==> src/accumGeomPkg.sv <==
package accumGeomPkg;

	// Bits handled by one carry-save slice.
	localparam int SliceWidth = 2;

	// Slices in the accumulator.
	// Slice 0 holds the least significant bits.
	localparam int SliceCount = 21;

	// Full accumulator width.
	localparam int AccWidth = SliceWidth * SliceCount;

	// Phase bits sent out of the design.
	// Taken from the top of the accumulator.
	localparam int PhaseWidth = 10;

	// Top slices whose sums form the phase output.
	localparam int OutSlices = PhaseWidth / SliceWidth;

	// Edges from the tuning register to the phase output.
	// One per slice through the skew, plus the output register.
	localparam int PipeLatency = SliceCount + 1;

endpackage

==> src/accumTypesPkg.sv <==
package accumTypesPkg;

	import accumGeomPkg::*;

	// Tuning interface at the top level.
	// Word and enable are taken only when load is high.
	typedef struct packed
	{
		logic load;
		logic enable;
		logic [AccWidth-1:0] word;
	} tuneCfg_t;

	// One slice's share of an addition.
	// The enable rides along so a pause stays aligned with its word.
	typedef struct packed
	{
		logic enable;
		logic [SliceWidth-1:0] addend;
	} sliceLane_t;

	// Output sample of the accumulator.
	// Wrap marks the cycle where the addition overflowed.
	typedef struct packed
	{
		logic [PhaseWidth-1:0] phase;
		logic wrap;
	} phaseSample_t;

endpackage

==> src/tuningWordReg.sv <==
`timescale 1ns/1ps

module tuningWordReg
(
	input logic Clock,
	input logic reset,
	input accumTypesPkg::tuneCfg_t cfg,
	output logic [accumGeomPkg::AccWidth-1:0] word,
	output logic enable
);

	// Holds the frequency word between load strobes.
	// The accumulator adds it once per enabled cycle.
	always_ff @(posedge Clock)
	begin
		if (reset)
		begin
			word <= '0;
		end
		else if (cfg.load)
		begin
			word <= cfg.word;
		end
	end

	// Enable is kept in its own register.
	// Clearing it pauses the accumulator without losing the word.
	always_ff @(posedge Clock)
	begin
		if (reset)
		begin
			enable <= 1'b0;
		end
		else if (cfg.load)
		begin
			enable <= cfg.enable;
		end
	end

	// A strobe is never refused, so a new word may arrive every cycle.
	// Words already inside the skew finish with their own enable.

endmodule

==> src/laneSkew.sv <==
`timescale 1ns/1ps

module laneSkew
(
	input logic Clock,
	input logic reset,
	input logic [accumGeomPkg::AccWidth-1:0] word,
	input logic enable,
	output accumTypesPkg::sliceLane_t lanes [accumGeomPkg::SliceCount]
);

	import accumGeomPkg::*;
	import accumTypesPkg::*;

	// Triangular input skew.
	// Lane k reaches its slice k cycles after lane 0.
	// This gives each carry one cycle to travel to the next slice.
	for (genvar k = 0; k < SliceCount; k++)
	begin : genLane

		sliceLane_t laneIn;

		// Cut the word into slice-sized addends.
		assign laneIn.enable = enable;
		assign laneIn.addend = word[k*SliceWidth +: SliceWidth];

		if (k == 0)
		begin : genDirect
			// The lowest slice sees the held word at once.
			assign lanes[k] = laneIn;
		end
		else
		begin : genDelay

			sliceLane_t stages [k];

			// Delay chain of depth k.
			// Cleared on reset so no stale enable reaches a slice.
			always_ff @(posedge Clock)
			begin
				if (reset)
				begin
					for (int i = 0; i < k; i++)
					begin
						stages[i] <= '0;
					end
				end
				else
				begin
					stages[0] <= laneIn;
					for (int i = 1; i < k; i++)
					begin
						stages[i] <= stages[i-1];
					end
				end
			end

			// Oldest entry feeds the slice.
			assign lanes[k] = stages[k-1];

		end

	end

endmodule

==> src/sliceCarryChain.sv <==
`timescale 1ns/1ps

module sliceCarryChain
(
	input logic Clock,
	input logic reset,
	input accumTypesPkg::sliceLane_t lanes [accumGeomPkg::SliceCount],
	output logic [accumGeomPkg::OutSlices-1:0][accumGeomPkg::SliceWidth-1:0] topSums,
	output logic topCarry
);

	import accumGeomPkg::*;

	// Sum and carry registers of every slice.
	logic [SliceWidth-1:0] sums [SliceCount];
	logic carries [SliceCount];

	for (genvar k = 0; k < SliceCount; k++)
	begin : genSlice

		logic [SliceWidth-1:0] sumReg;
		logic carryReg;
		logic carryIn;
		logic [SliceWidth:0] total;

		// Slice 0 starts the chain.
		// Every other slice takes the registered carry from below.
		if (k == 0)
		begin : genFirst
			assign carryIn = 1'b0;
		end
		else
		begin : genNext
			assign carryIn = carries[k-1];
		end

		// Widened so the carry out of the slice is kept.
		assign total = {1'b0, sumReg} + {1'b0, lanes[k].addend} + carryIn;

		// Accumulate only on an enabled slot.
		// A paused slot holds the sum and sends no carry upward.
		always_ff @(posedge Clock)
		begin
			if (reset)
			begin
				sumReg <= '0;
				carryReg <= 1'b0;
			end
			else if (lanes[k].enable)
			begin
				sumReg <= total[SliceWidth-1:0];
				carryReg <= total[SliceWidth];
			end
			else
			begin
				carryReg <= 1'b0;
			end
		end

		assign sums[k] = sumReg;
		assign carries[k] = carryReg;

	end

	// Only the top slices leave the design.
	// The lower sums stay here as accumulator state.
	always_comb
	begin
		for (int j = 0; j < OutSlices; j++)
		begin
			topSums[j] = sums[SliceCount-OutSlices+j];
		end
	end

	// Carry out of the last slice marks an overflow.
	assign topCarry = carries[SliceCount-1];

endmodule

==> src/sumDeskew.sv <==
`timescale 1ns/1ps

module sumDeskew
(
	input logic Clock,
	input logic reset,
	input logic [accumGeomPkg::OutSlices-1:0][accumGeomPkg::SliceWidth-1:0] topSums,
	input logic topCarry,
	output accumTypesPkg::phaseSample_t phase
);

	import accumGeomPkg::*;

	// Top sums after realignment to the last slice.
	logic [SliceWidth-1:0] alignedSums [OutSlices];

	// Output deskew.
	// Lower top slices finish earlier and wait for the last one.
	for (genvar j = 0; j < OutSlices; j++)
	begin : genAlign

		// Slice index SliceCount-OutSlices+j waits SliceCount-1 minus that index.
		localparam int Depth = OutSlices - 1 - j;

		if (Depth == 0)
		begin : genDirect
			// The last slice is already aligned.
			assign alignedSums[j] = topSums[j];
		end
		else
		begin : genDelay

			logic [SliceWidth-1:0] chain [Depth];

			always_ff @(posedge Clock)
			begin
				if (reset)
				begin
					for (int i = 0; i < Depth; i++)
					begin
						chain[i] <= '0;
					end
				end
				else
				begin
					chain[0] <= topSums[j];
					for (int i = 1; i < Depth; i++)
					begin
						chain[i] <= chain[i-1];
					end
				end
			end

			assign alignedSums[j] = chain[Depth-1];

		end

	end

	// Final output register.
	// The top carry comes from the last slice, so it needs no delay.
	always_ff @(posedge Clock)
	begin
		if (reset)
		begin
			phase <= '0;
		end
		else
		begin
			phase.wrap <= topCarry;
			for (int j = 0; j < OutSlices; j++)
			begin
				phase.phase[j*SliceWidth +: SliceWidth] <= alignedSums[j];
			end
		end
	end

endmodule

==> src/phaseAccumTop.sv <==
`timescale 1ns/1ps

module phaseAccumTop
(
	input logic Clock,
	input logic reset,
	input accumTypesPkg::tuneCfg_t cfg,
	output accumTypesPkg::phaseSample_t phase
);

	import accumGeomPkg::*;
	import accumTypesPkg::*;

	// Tuning register outputs.
	logic [AccWidth-1:0] heldWord;
	logic heldEnable;

	// Skewed addends, one lane per slice.
	sliceLane_t lanes [SliceCount];

	// Top sums and overflow leaving the carry chain.
	logic [OutSlices-1:0][SliceWidth-1:0] topSums;
	logic topCarry;

	// Frequency word and enable.
	tuningWordReg tuningReg
	(
		.Clock(Clock),
		.reset(reset),
		.cfg(cfg),
		.word(heldWord),
		.enable(heldEnable)
	);

	// Input skew.
	laneSkew skew
	(
		.Clock(Clock),
		.reset(reset),
		.word(heldWord),
		.enable(heldEnable),
		.lanes(lanes)
	);

	// Pipelined accumulator.
	sliceCarryChain carryChain
	(
		.Clock(Clock),
		.reset(reset),
		.lanes(lanes),
		.topSums(topSums),
		.topCarry(topCarry)
	);

	// Output realignment and register.
	sumDeskew deskew
	(
		.Clock(Clock),
		.reset(reset),
		.topSums(topSums),
		.topCarry(topCarry),
		.phase(phase)
	);

endmodule

==> config.mk <==
export PLATFORM = sky130hd
export DESIGN_NAME = phaseAccumTop
export DESIGN_NICKNAME = d
export VERILOG_FILES = /design/src/accumGeomPkg.sv /design/src/accumTypesPkg.sv /design/src/tuningWordReg.sv /design/src/laneSkew.sv /design/src/sliceCarryChain.sv /design/src/sumDeskew.sv /design/src/phaseAccumTop.sv
export SDC_FILE = /design/constraint.sdc
export NUM_CORES = 1
export LEC_CHECK = 0
export ABC_AREA = 1
export BUFFER_PORTS_ARGS = -buffer_cell sky130_fd_sc_hd__buf_2
export CAP_MARGIN = 10
export CORE_UTILIZATION = 25
export DETAILED_ROUTE_END_ITERATION = 10
export SYNTH_ARGS = -nofsm -noshare
export SYNTH_HDL_FRONTEND = slang
export SYNTH_SLANG_ARGS = --single-unit
==> constraint.sdc <==
create_clock -name Clock -period 2.9 [get_ports Clock]
set_clock_uncertainty 0.15 [all_clocks]
set_input_delay 0.58 -clock Clock [delete_from_list [all_inputs] [get_ports Clock]]
set_output_delay 0.58 -clock Clock [all_outputs]
set_load 0.005 [all_outputs]
==> results of run 1 <==
flip-flops by register name, indices dropped and copies added (netlist names):
register / cells
tuningReg.enable: 1
carryChain.genSlice.sumReg: 42
deskew.genAlign.genDelay.chain: 20
deskew.phase: 11
carryChain.genSlice.carryIn: 1
carryChain.genSlice.carryReg: 19
skew.genLane.genDelay.stages: 440
tuningReg.word: 42
carryChain.topCarry: 1
metrics by stage:
stage,hold WS [ns],power (µW),area (µm²)
2_1_floorplan,0.2383,8506,17990
3_3_place_gp,0.2385,8596,19140
3_5_place_dp,0.2416,8600,19140
4_1_cts,0.01173,16190,21120
5_1_grt,0.04419,16560,21120
6_report,0.05719,15900,21120
synthesized netlist by cell type (all sizes together):
| master | instances | area (µm²) |
|---|---|---|
| o21ai | 56 | 280.3 |
| dfxtp | 577 | 11550 |
| nand2 | 70 | 262.8 |
| fa | 41 | 820.8 |
| ha | 1 | 12.51 |
| nor3 | 19 | 95.09 |
| and3 | 1 | 6.260 |
| nor2 | 631 | 2369 |
| clkbuf | 8 | 35.03 |
| buf | 64 | 405.4 |
| inv | 574 | 2155 |
power breakdown:
| group | switching (µW) | total [µW] | internal, µW |
|---|---|---|---|
| sequential | 39.3 | 8080 | 8040 |
| combinational | 232 | 335 | 103 |
| clock | 2960 | 7490 | 4530 |
area by class of cell:
cell class / instances / share of cell area, %
sequential: 577 / 54.70
multi-input combinational: 819 / 18.21
inverter: 574 / 10.20
clock buffer: 84 / 7.940
tap: 940 / 5.570
timing repair buffer: 66 / 1.967
clock inverter: 22 / 1.404
kinds of logic (layout without fill, tap and decap cells):
family | count (synthesis) | after routing | synth area share [%]
AO/OA/AOI/OAI | 56 | 56 | 1.558
AND/OR/NAND/NOR | 721 | 721 | 15.19
adder cells (fa/ha/maj) | 42 | 42 | 4.631
flip-flops | 577 | 577 | 64.20
buffers and inverters | 646 | 746 | 14.42
worst min path at each step:
stage / to / from
global route: tuningReg.word[21]$_SDFFE_PP0P_ / cfg[21]
global placement: skew.genLane[18].genDelay.stages[0][13]$_SDFF_PP0_ / skew.genLane[18].genDelay.stages[0][10]$_SDFF_PP0_
detailed placement: skew.genLane[9].genDelay.stages[6][0]$_SDFF_PP0_ / skew.genLane[9].genDelay.stages[5][0]$_SDFF_PP0_
finish: tuningReg.word[33]$_SDFFE_PP0P_ / cfg[33]
floorplan: deskew.genAlign[0].genDelay.chain[1][0]$_SDFF_PP0_ / deskew.genAlign[0].genDelay.chain[0][0]$_SDFF_PP0_
CTS: tuningReg.word[32]$_SDFFE_PP0P_ / cfg[32]
per-layer routing:
| metal | wire length [µm] | up-vias | global-route usage [%] |
|---|---|---|---|
| met4 | 741 | 0 | 3.405 |
| met3 | 905 | 47 | 1.654 |
| met2 | 11380 | 97 | 12.58 |
| met1 | 11910 | 4615 | 8.427 |
| li1 | - | 5744 | - |
| met5 | 0 | - | 0 |
==> run_results.csv, run 1 <==
group,metric,value,unit
status,outcome,"completed",
timing,fmax,535.1,MHz
global_routing,grt_overflow,0,
critical_path,crit_arrival,1.14,ns
critical_path,path_cells,"buf_2",
min_path,hold_depth,3,
yosys,seq_area_frac_synth,64.20,%
die,fp.coreArea,0.07064,mm²
drt,drt_first_pass_iters,4,
drt,vias,10500,
cts,cts.sinks,577,
global_routing,grt_pass1_wl,44580,µm
layout,num-fill-cells,7412,
cts,post_cts_resized,0,
power_and_ir_drop,power.leakage,0.008038,µW
critical_path,cpMaxStageDelayCell,"dfxtp_1",
layout,final_common_cell,"nor2_1",
drt,route.detailed.drc,0,
timing,rsz0062_at_grt,"false",
timing,finalHoldViolations,0,
timing,fin_crit,1.869,ns
layout,layout.cells.non_filler,3082,
timing,finalCritPeriodShare,64.44,%
drt,antenna_left,0,
layout,nets,2182,
placement,dp_hpwl,14820,µm
global_routing,grt_max_degree,156,
yosys,syn_nets,2130,
die,io_pins,57,
critical_path,critical_path_peak_fanout,1,
global_routing,antenna_found_initial,1,
cts,cts.clk_slew.worst_paths,0.06,ns
layout,ff_latch_area,0.01155,mm²
yosys,yosysWarnings,0,
cts,root_buffer,"clkbuf_16",
critical_path,worstRegToRegCells,6,
critical_path,r2r-start,"carryChain.genSlice[15].sumReg[0]$_SDFFE_PP0P_",
timing,tns,0,ns
cts,cts_buffer_depth,3,
power_and_ir_drop,ir_drop,0.4371,mV
cts,clk_latency,0.59,ns
cts,hold_buffers,0,
placement,place_ws,1.029,ns
yosys,ys_types,16,
min_path,hold_class,"in -> reg",
critical_path,start_kind,"flip-flop",
yosys,synthCells,2042,
timing,finalSetupViolCount,0,
die,die_y,270.3,µm
critical_path,cp.required,2.17,ns
die,dieArea,0.07305,mm²
timing,drv_slew,0,
placement,placed_cells,2976,
power_and_ir_drop,power_density,753.2,mW/mm²
drt,wl_per_cell,8.090,µm
critical_path,worstSetupPathType,"reg -> out",
critical_path,crit_path_start,"deskew.phase[5]$_SDFF_PP0_",
layout,area_growth,17.36,%
placement,io_buffers,56,
cts,post_cts_buffers,0,
drt,drtIter0Drc,428,
global_routing,grt.total_usage,7.254,%
critical_path,cp-end-kind,"output pin",
timing,tightestPinTransition,0.8732,ns
layout,final_cell_mix,"631 x nor2_1, 577 x dfxtp_1, 572 x inv_1",
layout,drive_gt1_share,7.610,%
die,fp.dieW,270.3,µm
cts,cts_tree,"built",
die,initial_core_util,25.47,%
yosys,yosys_register_bits,577,
yosys,synth_area_per_cell,8.811,µm²
critical_path,endpoint,"phase[5]",
drt,wirelength,24930,µm
critical_path,crit_family,"flip-flops",
job,maxCapViolations,0,
critical_path,crit_cells,1,
layout,diodes,0,
timing,setup_slack,1.031,ns
cts,htree_levels,2,
die,row_count,97,
placement,routabilityCongestion,0.6932,
yosys,syn-cell-area,0.01799,mm²
critical_path,rr_endpoint,"carryChain.genSlice[15].sumReg[1]$_SDFFE_PP0P_",
global_routing,first_global_vias,10040,
critical_path,reg2reg_slack,1.09,ns
cts,cts_inserted_buffers,56,
critical_path,cpPeakStageDelay,0.40,ns
layout,multi_input_area,0.003846,mm²
timing,maxSlewHeadroom,41.79,%
drt,vias_per_cell,3.408,
layout,fin_util,29.90,%
critical_path,crit_buf_inv,1,
Power figures use the tool's default switching activity.
==> run 2: changes to the inputs <==
==> constraint.sdc (replaced) <==
create_clock -name Clock -period 1.95 [get_ports Clock]
set_clock_uncertainty 0.15 [all_clocks]
set_input_delay 0.39 -clock Clock [delete_from_list [all_inputs] [get_ports Clock]]
set_output_delay 0.39 -clock Clock [all_outputs]
set_load 0.005 [all_outputs]
==> run 2 against run 1 <==
Against the previous run:
- die area stayed put
- worst hold slack better by 0.018 ns
- flip-flop and latch count stayed put
- clock power is 48% higher
- core utilization is 0.74 points higher
- sequential power is 49% higher
- sequential share of layout area is 1.3 points lower
- cell area is 2.5% higher
- worst setup slack worse by 0.90 ns
- non-clock buffer count is 52 higher
- first-iteration DRC count is 17% lower
- largest cell class unchanged
==> run_results.csv, run 2 (synthesis gave the netlist of run 1 again) <==
group,metric,value,unit
drt,vias_per_cell,3.405,
drt,wirelength,25530,µm
critical_path,r2r-start,"carryChain.genSlice[17].sumReg[0]$_SDFFE_PP0P_",
critical_path,path_cells,"inv_1 > fa_1 > fa_1 > nand2_1 > inv_1 > nor2_1",
layout,largest_reg_flops,440,
global_routing,grt.total_usage,7.365,%
layout,final_cell_mix,"631 x nor2_1, 577 x dfxtp_1, 572 x inv_1",
timing,setup_slack,0.1314,ns
timing,tightestPinTransition,0.4957,ns
cts,htree_levels,2,
timing,finalCritPeriodShare,93.26,%
critical_path,critical_path_peak_fanout,2,
critical_path,endpoint,"carryChain.genSlice[17].sumReg[1]$_SDFFE_PP0P_",
power_and_ir_drop,totalPowerFinal,23700,µW
critical_path,worstSetupPathType,"reg -> reg",
die,row_count,97,
timing,finalHoldViolations,0,
critical_path,worstRegToRegCells,6,
layout,nets,2236,
power_and_ir_drop,ir_drop,0.6885,mV
critical_path,cpPeakStageDelay,0.56,ns
die,die_y,270.3,µm
critical_path,cp.required,2.29,ns
timing,rsz0062_at_grt,"false",
placement,place_ws,0.1507,ns
placement,placed_cell_area,0.01924,mm²
power_and_ir_drop,power.leakage,0.008268,µW
cts,root_buffer,"clkbuf_16",
drt,antenna_left,0,
die,dieArea,0.07305,mm²
die,io_pins,57,
critical_path,crit_arrival,2.16,ns
layout,reg_top3,"skew.genLane.genDelay.stages: 440 flops, carryChain.genSlice.sumReg: 42 flops, tuningReg.word: 42 flops",
drt,drt_first_pass_iters,6,
timing,maxSlewHeadroom,66.95,%
layout,diodes,0,
critical_path,rr_endpoint,"carryChain.genSlice[17].sumReg[1]$_SDFFE_PP0P_",
cts,cts_tree,"built",
timing,drv_slew,0,
layout,area_growth,20.28,%
global_routing,grt_max_degree,72,
layout,final_common_cell,"nor2_1",
die,initial_core_util,25.47,%
cts,clk_latency,0.60,ns
global_routing,antenna_found_initial,0,
power_and_ir_drop,power_density,1095,mW/mm²
timing,tns,0,ns
layout,fin_area,0.02164,mm²
critical_path,crit_family,"adder cells",
drt,route.detailed.drc,0,
die,fp.coreArea,0.07064,mm²
critical_path,cpMaxStageDelayCell,"fa_1",
placement,dp_hpwl,14830,µm
critical_path,reg2reg_slack,0.13,ns
placement,routabilityCongestion,0.6585,
cts,cts.sinks,577,
job,maxCapViolations,0,
layout,regMostFlops,"skew.genLane.genDelay.stages",
critical_path,cp-end-kind,"flip-flop",
critical_path,crit_path_start,"carryChain.genSlice[17].sumReg[0]$_SDFFE_PP0P_",
drt,vias,10680,
layout,drive_gt1_share,7.741,%
die,fp.dieW,270.3,µm
critical_path,crit_cells,6,
drt,wl_per_cell,8.142,µm
cts,cts_buffer_depth,3,
placement,io_buffers,56,
timing,fin_crit,1.819,ns
timing,fmax,549.9,MHz
critical_path,crit_buf_inv,2,
global_routing,grt_overflow,0,
status,outcome,"completed",
global_routing,grt_pass1_wl,45440,µm
min_path,hold_class,"in -> reg",
critical_path,start_kind,"flip-flop",
timing,finalSetupViolCount,0,
cts,cts.clk_slew.worst_paths,0.06,ns
global_routing,first_global_vias,10260,
cts,cts_inserted_buffers,58,
drt,drtIter0Drc,354,
run 2: cell count changes in the layout (fill, tap and decap cells not counted), sizes merged:
cell	change
inv	+3
clkbuf	+2
clkinv	-2
buf	+8
bufinv	-1
dlygate4sd3	+44
run 2: per-layer routing:
layer	share of wire, %	vias up	GRT usage, %
met5	0	-	0
li1	-	5858	-
met4	2.8	0	3.197
met3	3.9	46	1.743
met1	48	4670	8.602
met2	46	104	12.79
run 2: metrics by stage:
step | util, % | cells | hold slack [ns]
6_report | 30.64 | 3136 | 0.07558
5_1_grt | 30.64 | 3136 | 0.09465
4_1_cts | 30.64 | 3136 | 0.04222
3_5_place_dp | 27.24 | 2984 | 0.2417
3_3_place_gp | 27.24 | 2984 | 0.2384
2_1_floorplan | - | 2042 | 0.2383
run 2: area by class of cell:
type,instances,area [µm²]
fillers,7440,48990
well taps,940,1176
multi-input cells,819,3846
clock buffers,86,1697
inverters,574,2155
flip-flops and latches,577,11550
repair buffers,118,953.4
clock inverters,22,262.8
run 2: worst min path at each step:
stage / end / startpoint / cells past startpoint / slack (ns)
3_5_place_dp: skew.genLane[11].genDelay.stages[0][16]$_SDFF_PP0_ / skew.genLane[11].genDelay.stages[0][13]$_SDFF_PP0_ / 2 / 0.24
3_3_place_gp: skew.genLane[13].genDelay.stages[0][21]$_SDFF_PP0_ / skew.genLane[13].genDelay.stages[0][18]$_SDFF_PP0_ / 2 / 0.24
6_report: tuningReg.word[35]$_SDFFE_PP0P_ / cfg[43] / 4 / 0.08
5_1_grt: tuningReg.word[24]$_SDFFE_PP0P_ / cfg[43] / 4 / 0.09
4_1_cts: tuningReg.word[35]$_SDFFE_PP0P_ / cfg[43] / 4 / 0.04
2_1_floorplan: deskew.genAlign[0].genDelay.chain[1][0]$_SDFF_PP0_ / deskew.genAlign[0].genDelay.chain[0][0]$_SDFF_PP0_ / 2 / 0.24
run 2: what timing repair did:
item / 4_1_cts / 5_1_grt
hold endpoints to repair: 59 / 0
buffers inserted: 0 / 0
hold buffers: 44 / 0
resized for setup: 0 / 0
run 2: worst register-to-register path, stage by stage (launching register included):
cell     delay, ns
dfxtp_1       0.32
inv_1         0.06
fa_1          0.46
fa_1          0.56
nand2_1       0.06
inv_1         0.07
nor2_1        0.04
run 2: report_power, final:
| part | switching (µW) | leakage [µW] | internal [µW] | total (µW) |
|---|---|---|---|---|
| clock | 4420 | 0.000972 | 6680 | 11100 |
| combinational | 366 | 0.00263 | 229 | 594 |
| sequential | 56.5 | 0.00467 | 12000 | 12000 |
==> run 3: changes to the inputs <==
--- a/config.mk
+++ b/config.mk
@@ -10,6 +10,7 @@
 export CAP_MARGIN = 10
 export CORE_UTILIZATION = 25
 export DETAILED_ROUTE_END_ITERATION = 10
+export GPL_TIMING_DRIVEN = 0
 export SYNTH_ARGS = -nofsm -noshare
 export SYNTH_HDL_FRONTEND = slang
 export SYNTH_SLANG_ARGS = --single-unit
==> run 3 against run 2 <==
Against the previous run:
- worst setup slack worse by 0.018 ns
- cell area rose by 0.80%
- wire length grew 33%
- first-iteration DRC count up 40%
- critical endpoint is now carryChain.genSlice[19].sumReg[1]$_SDFFE_PP0P_
- critical path type unchanged
- global-route usage up 2.3 points
- count of clock-buffer cells in the layout decreased by 8
- die area is the same
- clock power hardly changed
- cell count grew 1.4%
- core utilization rose by 0.25 points
==> run_results.csv, run 3 (synthesis gave the netlist of run 1 again) <==
group,metric,value,unit
critical_path,worstSetupPathType,"reg -> reg",
critical_path,cp.required,2.27,ns
layout,area_growth,21.24,%
die,dieArea,0.07305,mm²
critical_path,critical_path_peak_fanout,2,
placement,routabilityCongestion,0.7460,
critical_path,endpoint,"carryChain.genSlice[19].sumReg[1]$_SDFFE_PP0P_",
critical_path,cpMaxStageDelayCell,"fa_1",
critical_path,cpPeakStageDelay,0.55,ns
drt,drtIter0Drc,497,
critical_path,reg2reg_slack,0.11,ns
power_and_ir_drop,intPower,19000,µW
critical_path,start_kind,"flip-flop",
critical_path,crit_family,"adder cells",
global_routing,grt_pass1_wl,55750,µm
timing,finalSetupViolCount,0,
power_and_ir_drop,pwr-share-clk,46.7,%
timing,maxSlewHeadroom,43.25,%
layout,final_common_cell,"nor2_1",
die,row_count,97,
min_path,hold_class,"in -> reg",
critical_path,cp-end-kind,"flip-flop",
cts,cts.sinks,577,
cts,cts.clk_slew.worst_paths,0.06,ns
critical_path,rr_endpoint,"carryChain.genSlice[19].sumReg[1]$_SDFFE_PP0P_",
cts,cts_buffer_depth,3,
power_and_ir_drop,power_density,1095,mW/mm²
die,initial_core_util,25.47,%
cts,cts_inserted_buffers,55,
layout,diodes,0,
power_and_ir_drop,power_switching,4876,µW
die,fp.dieW,270.3,µm
layout,nets,2285,
drt,vias,11090,
timing,tightestPinTransition,0.8512,ns
power_and_ir_drop,swShare,20.42,%
die,fp.coreArea,0.07064,mm²
drt,wl_met2,15660,µm
timing,finalHoldViolations,0,
cts,htree_levels,2,
placement,io_buffers,55,
layout,regMostFlops,"skew.genLane.genDelay.stages",
critical_path,crit_path_start,"carryChain.genSlice[19].sumReg[0]$_SDFFE_PP0P_",
layout,num-fill-cells,7369,
global_routing,antenna_found_initial,1,
layout,largest_reg_flops,440,
placement,dp_hpwl,23230,µm
layout,reg_top3,"skew.genLane.genDelay.stages: 440 flops, carryChain.genSlice.sumReg: 42 flops, tuningReg.word: 42 flops",
critical_path,crit_arrival,2.16,ns
power_and_ir_drop,p_comb_share,3.0,%
drt,top_layer_used,"met4",
timing,rsz0062_at_grt,"false",
drt,vias_per_cell,3.490,
cts,root_buffer,"clkbuf_16",
power_and_ir_drop,ir_drop,0.6861,mV
cts,cts_tree,"built",
drt,wl_per_cell,10.69,µm
critical_path,worstRegToRegCells,6,
layout,final_cell_mix,"631 x nor2_1, 577 x dfxtp_1, 572 x inv_1",
timing,finalCritPeriodShare,94.19,%
layout,fin_util,30.88,%
power_and_ir_drop,power.leakage,0.008431,µW
min_path,hold_depth,3,
timing,fmax,544.5,MHz
global_routing,first_global_vias,10880,
critical_path,crit_cells,6,
die,die_y,270.3,µm
critical_path,crit_buf_inv,2,
critical_path,r2r-start,"carryChain.genSlice[19].sumReg[0]$_SDFFE_PP0P_",
die,io_pins,57,
timing,tns,0,ns
status,outcome,"completed",
drt,route.detailed.drc,0,
placement,placed_cell_area,0.01944,mm²
global_routing,grt.total_usage,9.634,%
job,maxCapViolations,0,
power_and_ir_drop,seqPwrFrac,50.3,%
drt,wirelength,33980,µm
critical_path,path_cells,"inv_1 > fa_1 > fa_1 > nand2_1 > inv_1 > nor2_1",
drt,antenna_left,0,
layout,drive_gt1_share,9.736,%
global_routing,grt_max_degree,15,
drt,wl_met3,1350,µm
cts,clk_latency,0.58,ns
layout,fin_area,0.02181,mm²
timing,drv_slew,0,
drt,met1_length,16190,µm
drt,drt_first_pass_iters,4,
cts,post_cts_buffers,0,
global_routing,grt_overflow,0,
timing,fin_crit,1.837,ns
run 3: cell count changes in the layout (fill, tap and decap cells not counted), moves of 2 or more:
cell	change
bufinv_16	+2
buf_12	-7
buf_6	+12
inv_6	-2
buf_2	+48
buf_4	-7
clkbuf_2	+4
clkbuf_1	-4
run 3: layout make-up:
type,count,area [µm²],area share [%]
Clock inverter,21,285.3,1.308
Buffer,72,440.4,2.019
Tap cell,940,1176,5.391
Inverter,574,2155,9.877
Sequential cell,577,11550,52.95
Multi-Input combinational cell,819,3846,17.63
Clock buffer,78,1655,7.588
Timing Repair Buffer,98,705.7,3.235
run 3: power by group through the flow:
stage	clock, µW	combinational [µW]	sequential (µW)
floorplan	0	395	12300
global placement	0	659	12300
detailed placement	0	664	12300
CTS	11500	734	12000
global route	11900	807	12000
finish	11200	712	12000
run 3: how the worst min path moves through the flow:
stage / start / endpoint / slack (ns)
6_report: cfg[43] / tuningReg.word[12]$_SDFFE_PP0P_ / 0.06
5_1_grt: cfg[43] / tuningReg.word[12]$_SDFFE_PP0P_ / 0.06
4_1_cts: cfg[43] / tuningReg.word[12]$_SDFFE_PP0P_ / 0.03
3_5_place_dp: skew.genLane[5].genDelay.stages[0][7]$_SDFF_PP0_ / skew.genLane[5].genDelay.stages[0][10]$_SDFF_PP0_ / 0.24
3_3_place_gp: skew.genLane[15].genDelay.stages[0][13]$_SDFF_PP0_ / skew.genLane[15].genDelay.stages[0][16]$_SDFF_PP0_ / 0.24
2_1_floorplan: deskew.genAlign[0].genDelay.chain[0][0]$_SDFF_PP0_ / deskew.genAlign[0].genDelay.chain[1][0]$_SDFF_PP0_ / 0.24
run 3: routing by layer:
| metal | global-route usage (%) | vias to the layer above |
|---|---|---|
| met5 | 0 | - |
| met4 | 2.929 | 0 |
| met3 | 1.929 | 52 |
| met2 | 16.49 | 142 |
| met1 | 12.14 | 4960 |
| li1 | - | 5940 |
run 3: what timing repair did:
action	in CTS	in global routing
hold buffers	43	0
endpoints found under the hold margin	43	0
resized for setup	0	0
run 3: worst register-to-register path, cell delays in order, from the launching register on:
cell,delay (ns)
dfxtp_1,0.33
inv_1,0.07
fa_1,0.47
fa_1,0.55
nand2_1,0.05
inv_1,0.06
nor2_1,0.05
run 3: metrics by stage:
| step | power, µW | hold WS, ns | setup slack, ns | instances |
|---|---|---|---|---|
| 6_report | 23880 | 0.05695 | 0.1133 | 3179 |
| 5_1_grt | 24750 | 0.05836 | 0.01734 | 3179 |
| 4_1_cts | 24200 | 0.02769 | 0.1081 | 3179 |
| 3_5_place_dp | 12940 | 0.2416 | 0.06098 | 3037 |
| 3_3_place_gp | 12930 | 0.2381 | 0.08227 | 3037 |
| 2_1_floorplan | 12650 | 0.2383 | 0.2237 | 2042 |
